$ cat src/logic/player_config.svh
`ifndef PLAYER_CONFIG_SVH
`define PLAYER_CONFIG_SVH

// ======================================================================
// Flash and sample widths
// ======================================================================

// Word address into the flash
`define PLAYER_ADDR_WIDTH 23

// Sample period counter width
`define PLAYER_PERIOD_WIDTH 16

// ======================================================================
// Speed control, in clk cycles per sample
// ======================================================================

`define PLAYER_DEFAULT_PERIOD 40
`define PLAYER_PERIOD_STEP 8
`define PLAYER_MIN_PERIOD 16
`define PLAYER_MAX_PERIOD 96

// ======================================================================
// Slow event timing, scaled down for simulation
// ======================================================================

// Held key may step the period once per interval
`define PLAYER_REPEAT_CYCLES 200
`define PLAYER_REFRESH_CYCLES 50
`define PLAYER_DIGITS 6

`endif

$ cat src/logic/player_pkg.sv
`include "player_config.svh"

package player_pkg;

  // One signed audio sample
  typedef logic signed [15:0] sample_t;

  // Sample period in clk cycles
  typedef logic [`PLAYER_PERIOD_WIDTH-1:0] period_t;

  // Flash word, seen whole or as two samples (low half plays first)
  typedef union packed {
    logic [31:0] raw;
    struct packed {
      sample_t high;
      sample_t low;
    } halves;
  } flash_word_t;

  // Reader FSM
  typedef enum logic [1:0] {
    reader_issue,
    reader_wait_data,
    reader_play_low,
    reader_play_high
  } reader_state_t;

endpackage

$ cat src/logic/button_events.sv
`timescale 1ns/1ps
`include "player_config.svh"

module button_events (
  input  logic       clk,
  input  logic       reset,
  input  logic [2:0] key_n,
  output logic       up_event,
  output logic       down_event,
  output logic       restore_hold
);

  localparam int REPEAT_WIDTH = $clog2(`PLAYER_REPEAT_CYCLES);

  logic [2:0]              key_meta;
  logic [2:0]              key_sync;
  logic [REPEAT_WIDTH-1:0] repeat_count;
  logic                    repeat_wrap;

  // Two-flop synchronizer, keys become active high here
  always_ff @(posedge clk or posedge reset)
  begin
    if (reset)
    begin
      key_meta <= '0;
      key_sync <= '0;
    end
    else
    begin
      key_meta <= ~key_n;
      key_sync <= key_meta;
    end
  end

  // Free-running repeat interval
  assign repeat_wrap = (repeat_count == REPEAT_WIDTH'(`PLAYER_REPEAT_CYCLES - 1));

  always_ff @(posedge clk or posedge reset)
  begin
    if (reset)
    begin
      repeat_count <= '0;
      up_event     <= 1'b0;
      down_event   <= 1'b0;
    end
    else
    begin
      repeat_count <= repeat_wrap ? '0 : repeat_count + 1'b1;
      up_event     <= repeat_wrap & key_sync[0];
      down_event   <= repeat_wrap & key_sync[1];
    end
  end

  // Restore acts as a level
  assign restore_hold = key_sync[2];

  // Events are single-cycle pulses, never back to back
  assert property (@(posedge clk) disable iff (reset) up_event |=> !up_event)
    else $error("up_event held longer than one cycle");
  assert property (@(posedge clk) disable iff (reset) down_event |=> !down_event)
    else $error("down_event held longer than one cycle");

endmodule

$ cat src/logic/flash_sample_reader.sv
`timescale 1ns/1ps
`include "player_config.svh"

module flash_sample_reader (
  input  logic                          clk,
  input  logic                          reset,
  input  logic                          sample_tick,
  input  logic                          flash_waitrequest,
  input  logic [31:0]                   flash_readdata,
  input  logic                          flash_readdatavalid,
  output logic                          flash_read,
  output logic [`PLAYER_ADDR_WIDTH-1:0] flash_address,
  output player_pkg::sample_t           sample,
  output logic                          sample_strobe
);
  import player_pkg::*;

  reader_state_t state;
  flash_word_t   word;

  // Captured flash word
  always_ff @(posedge clk)
  begin
    if (state == reader_wait_data && flash_readdatavalid)
    begin
      word.raw <= flash_readdata;
    end
  end

  // ======================================================================
  // Read and playback FSM
  // ======================================================================

  always_ff @(posedge clk or posedge reset)
  begin
    if (reset)
    begin
      state         <= reader_issue;
      flash_read    <= 1'b0;
      flash_address <= '0;
      sample        <= '0;
      sample_strobe <= 1'b0;
    end
    else
    begin
      sample_strobe <= 1'b0;
      case (state)
        reader_issue:
        begin
          if (!flash_read)
          begin
            // First read after reset
            flash_read <= 1'b1;
          end
          else if (!flash_waitrequest)
          begin
            // Accepted, address moves on while the data is in flight
            flash_read    <= 1'b0;
            flash_address <= flash_address + 1'b1;
            state         <= reader_wait_data;
          end
        end
        reader_wait_data:
        begin
          if (flash_readdatavalid)
            state <= reader_play_low;
        end
        reader_play_low:
        begin
          if (sample_tick)
          begin
            sample        <= word.halves.low;
            sample_strobe <= 1'b1;
            state         <= reader_play_high;
          end
        end
        reader_play_high:
        begin
          if (sample_tick)
          begin
            sample        <= word.halves.high;
            sample_strobe <= 1'b1;
            flash_read    <= 1'b1;
            state         <= reader_issue;
          end
        end
        default: state <= reader_issue;
      endcase
    end
  end

  // A stalled read keeps its address until the flash takes it
  assert property (@(posedge clk) disable iff (reset)
    flash_read && flash_waitrequest |=> flash_read && $stable(flash_address))
    else $error("read or address changed under waitrequest");

  assert property (@(posedge clk) disable iff (reset)
    flash_readdatavalid |-> state == reader_wait_data)
    else $error("readdatavalid with no read outstanding");

endmodule

$ cat src/logic/hex_display.sv
`timescale 1ns/1ps
`include "player_config.svh"

module hex_display (
  input  logic                clk,
  input  logic                reset,
  input  player_pkg::period_t period,
  output logic [6:0]          hex0,
  output logic [6:0]          hex1,
  output logic [6:0]          hex2,
  output logic [6:0]          hex3,
  output logic [6:0]          hex4,
  output logic [6:0]          hex5
);

  localparam int SHOWN_WIDTH   = `PLAYER_DIGITS * 4;
  localparam int REFRESH_WIDTH = $clog2(`PLAYER_REFRESH_CYCLES);

  logic [REFRESH_WIDTH-1:0] refresh_count;
  logic [SHOWN_WIDTH-1:0]   shown;
  logic [6:0]               glyph [`PLAYER_DIGITS];

  // Active-low segments, bit 0 is a and bit 6 is g
  function automatic logic [6:0] hex_glyph(input logic [3:0] nibble);
    case (nibble)
      4'h0: hex_glyph = 7'h40;
      4'h1: hex_glyph = 7'h79;
      4'h2: hex_glyph = 7'h24;
      4'h3: hex_glyph = 7'h30;
      4'h4: hex_glyph = 7'h19;
      4'h5: hex_glyph = 7'h12;
      4'h6: hex_glyph = 7'h02;
      4'h7: hex_glyph = 7'h78;
      4'h8: hex_glyph = 7'h00;
      4'h9: hex_glyph = 7'h10;
      4'ha: hex_glyph = 7'h08;
      4'hb: hex_glyph = 7'h03;
      4'hc: hex_glyph = 7'h46;
      4'hd: hex_glyph = 7'h21;
      4'he: hex_glyph = 7'h06;
      default: hex_glyph = 7'h0e;
    endcase
  endfunction

  // Display only follows the period at the refresh rate
  always_ff @(posedge clk or posedge reset)
  begin
    if (reset)
    begin
      refresh_count <= '0;
      shown         <= SHOWN_WIDTH'(`PLAYER_DEFAULT_PERIOD);
    end
    else if (refresh_count == REFRESH_WIDTH'(`PLAYER_REFRESH_CYCLES - 1))
    begin
      refresh_count <= '0;
      shown         <= {{(SHOWN_WIDTH - `PLAYER_PERIOD_WIDTH){1'b0}}, period};
    end
    else
    begin
      refresh_count <= refresh_count + 1'b1;
    end
  end

  for (genvar d = 0; d < `PLAYER_DIGITS; d++)
  begin : g_digit
    assign glyph[d] = hex_glyph(shown[d*4 +: 4]);
  end

  assign hex0 = glyph[0];
  assign hex1 = glyph[1];
  assign hex2 = glyph[2];
  assign hex3 = glyph[3];
  assign hex4 = glyph[4];
  assign hex5 = glyph[5];

endmodule

$ cat src/logic/sample_pacer.sv
`timescale 1ns/1ps
`include "player_config.svh"

module sample_pacer (
  input  logic                clk,
  input  logic                reset,
  input  player_pkg::period_t period,
  output logic                sample_tick
);
  import player_pkg::*;

  period_t count;

  // Down counter as a clock enable
  // reload from period at zero, so a new period waits for the wrap
  always_ff @(posedge clk or posedge reset)
  begin
    if (reset)
    begin
      count       <= period_t'(`PLAYER_DEFAULT_PERIOD - 1);
      sample_tick <= 1'b0;
    end
    else
    begin
      if (count == '0)
      begin
        count       <= period - 1'b1;
        sample_tick <= 1'b1;
      end
      else
      begin
        count       <= count - 1'b1;
        sample_tick <= 1'b0;
      end
    end
  end

  // Ticks are spaced at least by the minimum period
  assert property (@(posedge clk) disable iff (reset)
    sample_tick |=> !sample_tick [*(`PLAYER_MIN_PERIOD - 1)])
    else $error("sample ticks closer than the minimum period");

endmodule

$ cat src/logic/sample_player_top.sv
`timescale 1ns/1ps
`include "player_config.svh"

module sample_player_top (
  input  logic                          clk,
  input  logic                          reset,
  input  logic [2:0]                    key_n,
  input  logic                          flash_waitrequest,
  input  logic [31:0]                   flash_readdata,
  input  logic                          flash_readdatavalid,
  output logic                          flash_read,
  output logic [`PLAYER_ADDR_WIDTH-1:0] flash_address,
  output player_pkg::sample_t           sample,
  output logic                          sample_strobe,
  output logic [6:0]                    hex0,
  output logic [6:0]                    hex1,
  output logic [6:0]                    hex2,
  output logic [6:0]                    hex3,
  output logic [6:0]                    hex4,
  output logic [6:0]                    hex5
);
  import player_pkg::*;

  logic    up_event;
  logic    down_event;
  logic    restore_hold;
  logic    sample_tick;
  period_t period;

  // ======================================================================
  // Speed control path
  // ======================================================================

  button_events button_events_inst (
    .clk(clk), .reset(reset), .key_n(key_n),
    .up_event(up_event), .down_event(down_event), .restore_hold(restore_hold)
  );

  speed_control speed_control_inst (
    .clk(clk), .reset(reset),
    .up_event(up_event), .down_event(down_event), .restore_hold(restore_hold),
    .period(period)
  );

  hex_display hex_display_inst (
    .clk(clk), .reset(reset), .period(period),
    .hex0(hex0), .hex1(hex1), .hex2(hex2), .hex3(hex3), .hex4(hex4), .hex5(hex5)
  );

  // ======================================================================
  // Sound path
  // ======================================================================

  sample_pacer sample_pacer_inst (
    .clk(clk), .reset(reset), .period(period), .sample_tick(sample_tick)
  );

  flash_sample_reader flash_sample_reader_inst (
    .clk(clk), .reset(reset), .sample_tick(sample_tick),
    .flash_waitrequest(flash_waitrequest), .flash_readdata(flash_readdata),
    .flash_readdatavalid(flash_readdatavalid), .flash_read(flash_read),
    .flash_address(flash_address), .sample(sample), .sample_strobe(sample_strobe)
  );

endmodule

$ cat src/logic/speed_control.sv
`timescale 1ns/1ps
`include "player_config.svh"

module speed_control (
  input  logic                clk,
  input  logic                reset,
  input  logic                up_event,
  input  logic                down_event,
  input  logic                restore_hold,
  output player_pkg::period_t period
);
  import player_pkg::*;

  localparam period_t DEFAULT_PERIOD = period_t'(`PLAYER_DEFAULT_PERIOD);
  localparam period_t STEP           = period_t'(`PLAYER_PERIOD_STEP);
  localparam period_t MIN_PERIOD     = period_t'(`PLAYER_MIN_PERIOD);
  localparam period_t MAX_PERIOD     = period_t'(`PLAYER_MAX_PERIOD);

  // ======================================================================
  // Period register
  // ======================================================================

  always_ff @(posedge clk or posedge reset)
  begin
    if (reset)
    begin
      period <= DEFAULT_PERIOD;
    end
    else if (restore_hold)
    begin
      period <= DEFAULT_PERIOD;
    end
    else if (up_event && !down_event)
    begin
      // Faster playback means a shorter period
      if (period < MIN_PERIOD + STEP)
        period <= MIN_PERIOD;
      else
        period <= period - STEP;
    end
    else if (down_event && !up_event)
    begin
      if (period > MAX_PERIOD - STEP)
        period <= MAX_PERIOD;
      else
        period <= period + STEP;
    end
  end

  assert property (@(posedge clk) disable iff (reset)
    period >= MIN_PERIOD && period <= MAX_PERIOD)
    else $error("period %0d outside limits", period);

endmodule

$ cat config.mk
export PLATFORM = sky130hd
export DESIGN_NAME = sample_player_top
export DESIGN_NICKNAME = d
export VERILOG_FILES = /design/src/logic/player_pkg.sv /design/src/logic/button_events.sv /design/src/logic/flash_sample_reader.sv /design/src/logic/hex_display.sv /design/src/logic/sample_pacer.sv /design/src/logic/sample_player_top.sv /design/src/logic/speed_control.sv
export VERILOG_INCLUDE_DIRS = /design/src /design/src/logic
export SDC_FILE = /design/constraint.sdc
export NUM_CORES = 1
export LEC_CHECK = 0
export BUFFER_PORTS_ARGS = -buffer_cell sky130_fd_sc_hd__buf_2
export CAP_MARGIN = 20
export CORE_AREA = 2 2 144 104
export DETAILED_ROUTE_END_ITERATION = 12
export DIE_AREA = 0 0 146 106
export PLACE_DENSITY = 0.82
export SLEW_MARGIN = 20
export SYNTH_ARGS = -nofsm -noshare
export SYNTH_HDL_FRONTEND = slang
export SYNTH_SLANG_ARGS = --single-unit
$ cat constraint.sdc
create_clock -name clk -period 8.8 [get_ports clk]
set_clock_uncertainty 0.1 [all_clocks]
set_input_delay 1.76 -clock clk [delete_from_list [all_inputs] [get_ports clk]]
set_output_delay 1.76 -clock clk [all_outputs]
set_load 0.01 [all_outputs]
# Word level (Yosys, flattened, before mapping)
# Memories as Yosys holds them, arrays and structs flattened.
# Index checks and enable logic that the tools add are counted.
# word_totals
regBits,146
romBits,672
mem_count,6
# op_classes
addsub,7
magnitude_cmp,2
eq_ne,10
n_mux,24
bitwise_logic,4
n_reduce_logical,15
# mem_list
memory,words,width,rd,rd_clocked_by_memory_dff,write_ports,line,text
(no name shown),16,7,1,0,0,hex_display.sv:25,case (nibble)
(no name shown),16,7,1,0,0,hex_display.sv:25,
(no name shown),16,7,1,0,0,hex_display.sv:25,
(no name shown),16,7,1,0,0,hex_display.sv:25,
(no name shown),16,7,1,0,0,hex_display.sv:25,
(no name shown),16,7,1,0,0,hex_display.sv:25,
# ops
operator,n
$mux W16,8
$pmux W16 S2,1
$sub A16 B1 Y16 const B,2
$add A23 B1 Y23 const B,1
$add A16 B4 Y16 const B,1
$gt A16 B7 Y1 const B,1
$logic_not A16 Y1,1
$lt A16 B5 Y1 const B,1
$sub A16 B4 Y16 const B,1
$mux W2,5
$add A8 B1 Y8 const B,1
$eq A8 B8 Y1 const B,1
$mux W8,1
$ne A2 B2 Y1 const B,4
$pmux W2 S4,1
$add A6 B1 Y6 const B,1
$eq A6 B6 Y1 const B,1
$mux W1,6
$mux W6,1
$reduce_and A3 Y1,2
$reduce_and A5 Y1,1
$eq A2 B2 Y1 const B,2
$reduce_bool A2 Y1,2
$logic_and A1 B1 Y1,3
other kinds (11),13

# Logic depth before layout (Yosys ltp)
# Gate-level depths: netlist of the first run.
# depth
ltp_word,5
ltp_mapped,10
mapped_depth_nobuf,8

# By module
# Synthesis of the first run repeated with hierarchy kept, for this count alone.
# unflattened
hier_cells,755
area_unflattened_um2,8020.2
# by_module_without_submodules
mod,n_inst,cells_per_inst,area_per_inst_um2,seq_area_each_um2
flash_sample_reader,1,218,2995.4,2037.0
hex_display,1,223,2047.0,553.0
sample_pacer,1,139,1232.4,430.4
speed_control,1,125,1101.1,327.8
button_events,1,50,644.4,400.4

# Least setup slack after synthesis of the first run
# No wires, ideal clock.
# synth_path
kind,register to output
startpoint,register hex_display_inst.shown[5]
endpoint,output hex1[3]
t_arrival_ns,1.405
setup_slack_ns,5.535
stages_incl_launch_ff,5
path_buffers,0
cell_sequence,dfstp_2 inv_1 ha_1 inv_1 mux4_2
# synth_between
elab_chain_cells,1
# synth_rtl
item,line,text
"start, declared",hex_display.sv:20,logic [SHOWN_WIDTH-1:0] shown;
"start signal, assigned",hex_display.sv:51,shown <= SHOWN_WIDTH'(`PLAYER_DEFAULT_PERIOD);
"start signal, assigned",hex_display.sv:56,"shown <= {{(SHOWN_WIDTH - `PLAYER_PERIOD_WIDTH){1'b0}}, period};"
$mem_v2 Z16 W7,n/a,
"end, declared",sample_player_top.sv:16,"output logic [6:0] hex1,"
# Every way passes these cells.

# Worst setup path in the final report of the first run
# Ends and elaborated chain as after synthesis.

==> results by group, run 1 <==
CTS
  • Resized Gates After CTS: 0
  • TritonCTS clock tree: done
  • H-Tree Depth: 4
  • Num CTS Buffers: 17
  • CTS Buffer Depth: 2
  • Root Buffer: clkbuf_16
  • # hold bufs at CTS: 0
  • Reg clk slew, reported paths: around 60 ps
  • Worst skew pair latency: 430 ps
  • Clock sinks: between 100 and 150
  • Post-CTS setup buffer count: 0

Setup path
  • CP Data Required Time: 6940 ps
  • Critical R2R Launch: sample_pacer_inst.count[6]
  • Critical path data arrival time: about 2000 ps
  • Critical path origin: hex_display_inst.shown[5]
  • Reg2reg setup slack: about 5900 ps
  • Setup CP Type: flop to output port
  • Setup crit end kind: output port
  • Startpoint types: flop
  • Crit path to: hex1[3]
  • Worst r2r dst: sample_pacer_inst.count[8]
  • Worst reg2reg path depth: 7
  • CP max FO: 5

Run
  • Max_cap viols: 0

GRT
  • First-pass GRT wire length: ~24 mm
  • Gr ovfl total: 0
  • Gr usage total: 19.3%
  • Vias in the first global route: about 4.9k
  • Initial antenna violation count: 0
  • Largest net degree at the start of global routing: 82

Synthesis
  • Ys async rst share: just under 80%
  • Post-Synth XOR/XNOR Area: 4.33%
  • Syn Inst Count: 700
  • Ys Warns: 0
  • Register area share after synthesis: between 50% and 60%
  • Netlist cell types: 83
  • Area leader, netlist: dfrtp_1
  • Mapped Area: around 0.0073 mm^2
  • Dominant synthesized flop cell: dfrtp_1
  • Largest family of logic cells by synthesized area: simple AND/OR/NAND/NOR gates
  • Syn Area/Cell: about 10 um^2
  • Mux contribution to synthesized area: between 4 and 5%
  • Yosys reg bits: 140
  • Synth Area in Compound Gates: approximately an eighth
  • Top cell type's share of synthesized area: ~34%
  • Post-synth EDFFs: 32
  • Post-synthesis simple-gate area fraction: between 15 and 20%
  • Post-Synth Adder-Cell Area: 4.98%
  • Most area-consuming cells after synthesis: dfrtp_1 34%, edfxtp_1 13%, ha_1 5.0%, nand2_1 4.3%, o21ai_0 3.6%

Die
  • Die Y-Extent: around 110 um
  • Io pins: ~120
  • Core area: 0.0143 mm^2
  • Initial Utilization: 51.1%
  • Die ar.: around 0.015 mm^2
  • Site Rows: 37
  • Die width: approximately 150 um

STA
  • Unrepaired setup endpoints after global routing: no
  • Slew HR: 49.6%
  • Fmax: roughly 0.26 GHz
  • Worst Tran Pin Value: roughly 760 ps
  • Final min period: between 3000 and 4000 ps
  • # setup viols final: 0
  • Final hold violations: 0
  • Fin crit share: around 44%
  • Slew Limit Fails: 0
  • Setup TNS: 0 ps

Placement
  • Port Buf Inserts: between 100 and 150
  • Half-perimeter wire length after placement: 9.95 mm
  • Final Wtd Congestion: between 0.8 and 0.9
  • Placed Cells: between 900 and 1k

Drt
  • Via density: ~5.4
  • # DRC: 0
  • Via count: 5380
  • First DRT Iteration DRCs: between 300 and 400
  • WL/cell: about 15 um
  • First drt pass iteration count: 5
  • Post-route ant nets: 0
  • Routed wire length: 14.5 mm

Final layout
  • Final Non-Filler Cells: approximately 1000
  • Inserted Diodes: 0
  • Layout cells sized above 1: 22.3%
  • Fillers: 1162
  • Final nets: ~860
  • Layout area overhead: 16.7%

Outcome
  • Status: finished, final reports clean

Min path
  • HP Class: flop to flop

Power
  • PD cells: between 150 and 200 mW/mm^2
  • LEAKAGE: between 3 and 4 nW
  • Total power: 1.47 mW
  • Peak supply drop: 0.217 mV
==> cells in the final DEF (no fill, tap or decap), types with 13 or more instances in the layout <==
master / synthesis / final
xnor2_1: 21 / 21
ha_1: 29 / 28
clkbuf_16: 0 / 17
conb_1: 2 / 20
nor3_1: 13 / 13
dfrtp_1: 100 / 100
mux2i_1: 24 / 24
a21oi_1: 17 / 17
inv_1: 31 / 30
nand3_1: 14 / 14
o21ai_0: 52 / 52
edfxtp_1: 32 / 32
buf_2: 5 / 101
nand2_1: 83 / 83
xor2_1: 15 / 15
nor2_1: 50 / 50
==> state kept, by name, indices dropped and copies added (netlist names), 2 cells and up <==
register                                flops
button_events_inst.key_meta                 3
button_events_inst.key_sync                 3
button_events_inst.repeat_count             8
flash_sample_reader_inst.flash_address     23
flash_sample_reader_inst.sample            16
flash_sample_reader_inst.state              2
flash_sample_reader_inst.word              32
hex_display_inst.refresh_count              6
hex_display_inst.shown                     13
sample_pacer_inst.count                    16
speed_control_inst.period                  13
==> layout make-up <==
cell class	count	area (um^2)	area share (%)
Clock buffer	18	429	5.05
Clock inverter	14	208	2.44
Inverter	32	124	1.46
Multi-Input combinational cell	495	3290	38.7
Sequential cell	140	3670	43.2
Tap cell	195	244	2.87
Timing Repair Buffer	104	532	6.26
==> worst max-delay path, cell delays in order (launching register included) <==
cell and delay (ps):
dfstp_2 570, inv_1 110, ha_1 290, inv_1 50
mux4_2 450, buf_2 150
==> power by group <==
| part | switching [mW] | internal, mW |
|---|---|---|
| Combinational | 0.0198 | 0.00913 |
| Sequential | 0.00283 | 0.667 |
| Clock | 0.288 | 0.482 |
==> kinds of logic after synthesis <==
group           after synthesis
simple gates                241
compound gates              140
flops                       140
buf+inv                      83
xor+xnor                     36
fa+ha+maj                    29
mux                          29
other cells                   2
==> worst min path at each step <==
stage                                          end                      startpoint  depth (start not counted)  slack [ps]
finish              button_events_inst.key_sync[0]  button_events_inst.key_meta[0]                          0         250
global route        button_events_inst.key_sync[2]  button_events_inst.key_meta[2]                          0         260
CTS                 button_events_inst.key_sync[2]  button_events_inst.key_meta[2]                          0         250
detailed placement  button_events_inst.key_sync[0]  button_events_inst.key_meta[0]                          0         230
global placement    button_events_inst.key_sync[1]  button_events_inst.key_meta[1]                          0         230
floorplan           button_events_inst.key_sync[0]  button_events_inst.key_meta[0]                          0         230
==> cell usage after synthesis, types with 17 or more instances <==
library cell / count
a21oi_1: 17
buf_4: 20
clkbuf_1: 22
dfrtp_1: 100
edfxtp_1: 32
ha_1: 29
inv_1: 31
mux2i_1: 24
nand2_1: 83
nor2_1: 50
o21ai_0: 52
xnor2_1: 21
==> layer usage <==
| layer | wire length (um) | GRT usage [%] |
|---|---|---|
| met3 | 1130 | 5.67 |
| met4 | 223 | 7.21 |
| met2 | 6450 | 28.6 |
| met1 | 6740 | 27.2 |
| met5 | 0 | 0 |
==> stage by stage <==
step | util [%] | area (um^2) | hold slack (ps) | setup WS, ps
final | 59.6 | 8500 | 249 | 4910
after global routing | 59.6 | 8500 | 265 | 4780
after CTS | 59.5 | 8480 | 248 | 4890
after detailed placement | 55.0 | 7850 | 235 | 5340
after global placement | 55.0 | 7850 | 232 | 5400
after floorplan | - | 7350 | 231 | 4110
No activity file was read; power rests on OpenSTA's default activity.
==> inputs of run 2 (changes only) <==
--- a/config.mk
+++ b/config.mk
@@ -8,10 +8,10 @@
 export LEC_CHECK = 0
 export BUFFER_PORTS_ARGS = -buffer_cell sky130_fd_sc_hd__buf_2
 export CAP_MARGIN = 20
-export CORE_AREA = 2 2 144 104
+export CORE_AREA = 2 2 146 105
 export DETAILED_ROUTE_END_ITERATION = 12
-export DIE_AREA = 0 0 146 106
-export PLACE_DENSITY = 0.82
+export DIE_AREA = 0 0 148 107
+export PLACE_DENSITY = 0.84
 export SLEW_MARGIN = 20
 export SYNTH_ARGS = -nofsm -noshare
 export SYNTH_HDL_FRONTEND = slang
==> constraint.sdc (replaced) <==
create_clock -name clk -period 3.55 [get_ports clk]
set_clock_uncertainty 0.1 [all_clocks]
set_input_delay 0.71 -clock clk [delete_from_list [all_inputs] [get_ports clk]]
set_output_delay 0.71 -clock clk [all_outputs]
set_load 0.01 [all_outputs]
==> run 2 against run 1 <==
Net effect:
- combinational power grew to 2.5 times the previous value
- first-iteration DRC count is 1.3% higher
- count of clock-buffer cells in the layout is 1 lower
- routed wire length is 1.7% lower
- critical path depth is 1 higher
- via count hardly changed
- utilization is 0.89 points lower
- register-to-register slack worse by 5200 ps
- sequential share of layout area is 0.096 points higher
- hold slack worse by 1.8 ps
- global-route usage is 0.26 points lower
- final cell count is 0.30% higher
- largest cell class unchanged
- highest routed layer unchanged
==> results by group, run 2 (same netlist as run 1, synthesis figures left out) <==
Outcome
  • Status: finished, final reports clean

CTS
  • TritonCTS clock tree: done
  • H-Tree Depth: 4
  • Post-CTS setup buffer count: 0
  • Worst skew pair latency: 410 ps
  • Root Buffer: clkbuf_16
  • Num CTS Buffers: 17
  • # hold bufs at CTS: 0
  • Reg clk slew, reported paths: about 60 ps
  • Clock sinks: between 100 and 150
  • Resized Gates After CTS: 0
  • CTS Buffer Depth: 2

Final layout
  • Seq. cell area: 0.00367 mm^2
  • Largest registers: flash_sample_reader_inst.word: 32 flops, flash_sample_reader_inst.flash_address: 23 flops
  • Max FFs per register: 32
  • Biggest register: flash_sample_reader_inst.word
  • Multi-input gate area in the final layout: 0.00328 mm^2
  • Inserted Diodes: 0
  • Most frequent cells in the layout: 101 x buf_2, 100 x dfrtp_1, 83 x nand2_1
  • Layout area overhead: 16.4%
  • Layout cells sized above 1: 22.6%
  • Fillers: about 1.2k
  • Most common cell after layout, fill and taps aside: buf_2
  • Final nets: 861

STA
  • Setup TNS: 0 ps
  • # setup viols final: 0
  • Fmax: 0.351 GHz
  • Slew HR: around 47%
  • Final min period: around 2900 ps
  • Final WS setup: approximately 700 ps
  • Worst Tran Pin Value: 794 ps
  • Slew Limit Fails: 0
  • Unrepaired setup endpoints after global routing: no
  • Final hold violations: 0
  • Fin crit share: 80.3%

Die
  • Core area: around 0.014 mm^2
  • Die ar.: ~0.016 mm^2
  • Site Rows: 37
  • Initial Utilization: around half
  • Io pins: about 120
  • Die width: ~150 um
  • Die Y-Extent: around 110 um

Setup path
  • Worst reg2reg path depth: 7
  • Critical R2R Launch: sample_pacer_inst.count[6]
  • CP Data Required Time: between 2000 and 3000 ps
  • Reg2reg setup slack: approximately 710 ps
  • Setup crit end kind: output port
  • Critical path data arrival time: ~2000 ps
  • Slowest CP cell: or3b_2
  • Critical-path cell list: inv_1 > ha_1 > nor2b_1 > or3b_2 > o21ai_0 > buf_2
  • CP max FO: 5
  • Startpoint types: flop
  • Setup CP Type: flop to output port
  • Worst r2r dst: sample_pacer_inst.count[8]
  • CP peak stage delay: roughly 450 ps

Min path
  • Worst Hold End: button_events_inst.key_sync[2]
  • HP Class: flop to flop
  • Hold Crit Depth: 0
  • Hold_sp: button_events_inst.key_meta[2]

Power
  • PD cells: around 420 mW/mm^2
  • Peak supply drop: around 0.55 mV
  • LEAKAGE: roughly 3.9 nW

GRT
  • Gr ovfl total: 0
  • Initial antenna violation count: 0
  • Vias in the first global route: about 5k
  • Gr usage total: roughly a fifth
  • Largest net degree at the start of global routing: 64
  • First-pass GRT wire length: 24.3 mm

Drt
  • Routed wire length: roughly 14 mm
  • WL/cell: 14.3 um
  • First DRT Iteration DRCs: 381
  • Post-route ant nets: 0
  • Via count: roughly 5.4k
  • First drt pass iteration count: 7
  • # DRC: 0
  • Via density: between 5 and 6

Run
  • Max_cap viols: 0

Placement
  • Port Buf Inserts: between 100 and 150
  • Final Wtd Congestion: about 0.91
  • Half-perimeter wire length after placement: 9.92 mm
  • Pre-CTS setup slack: 815 ps
## run 2: per-layer routing
layer  global-route usage, %  part of all wire [%]  up-vias
met5                       0                     0        -
met4                    5.31                   1.1        0
met3                    5.23                   8.2       19
met2                    28.2                    43      226
met1                    27.7                    48     2502
li1                        -                     -     2630
## run 2: per-stage QoR
step | power [mW] | instance area (um^2) | instances | hold slack, ps | util, %
6_report | 3.52 | 8480 | 1001 | 247 | 58.7
5_1_grt | 3.64 | 8480 | 1001 | 258 | 58.7
4_1_cts | 3.55 | 8480 | 1001 | 248 | 58.7
3_5_place_dp | 1.76 | 7870 | 969 | 237 | 54.5
3_3_place_gp | 1.76 | 7870 | 969 | 231 | 54.5
2_1_floorplan | 1.74 | 7350 | 718 | 231 | -
## run 2: worst max path at each step
| stage | start | end | slack (ps) | depth (start not counted) |
|---|---|---|---|---|
| after global routing | sample_pacer_inst.count[6] | sample_pacer_inst.count[8] | 530 | 7 |
| after detailed placement | sample_pacer_inst.count[7] | sample_pacer_inst.count[8] | 820 | 7 |
| final | hex_display_inst.shown[13] | hex3[0] | 700 | 6 |
| after floorplan | sample_pacer_inst.count[6] | sample_pacer_inst.count[8] | 1170 | 9 |
| after global placement | sample_pacer_inst.count[6] | sample_pacer_inst.count[8] | 890 | 7 |
| after CTS | hex_display_inst.shown[13] | hex3[0] | 690 | 6 |
## run 2: final cells by class
type / instances / share of cell area (%)
well taps: 195 / 2.88
clock inverters: 15 / 2.15
repair buffers: 107 / 6.49
inverters: 32 / 1.48
flip-flops and latches: 140 / 43.3
multi-input cells: 495 / 38.6
clock buffers: 17 / 5.02
## run 2: where the power goes
part           internal, mW  leakage, nW  total [mW]  switching [mW]
registers              1.65         1.62        1.66         0.00707
logic                0.0230         1.99      0.0723          0.0494
clock network          1.06        0.296        1.79           0.731
## run 2: worst max-delay path: cells and delay by family, from the launching register on
family	cells	cell delay (ps)
AND/OR/NAND/NOR	2	530
flip-flops	1	430
adder cells (fa/ha/maj)	1	260
buffers and inverters	2	330
AO/OA/AOI/OAI	1	90
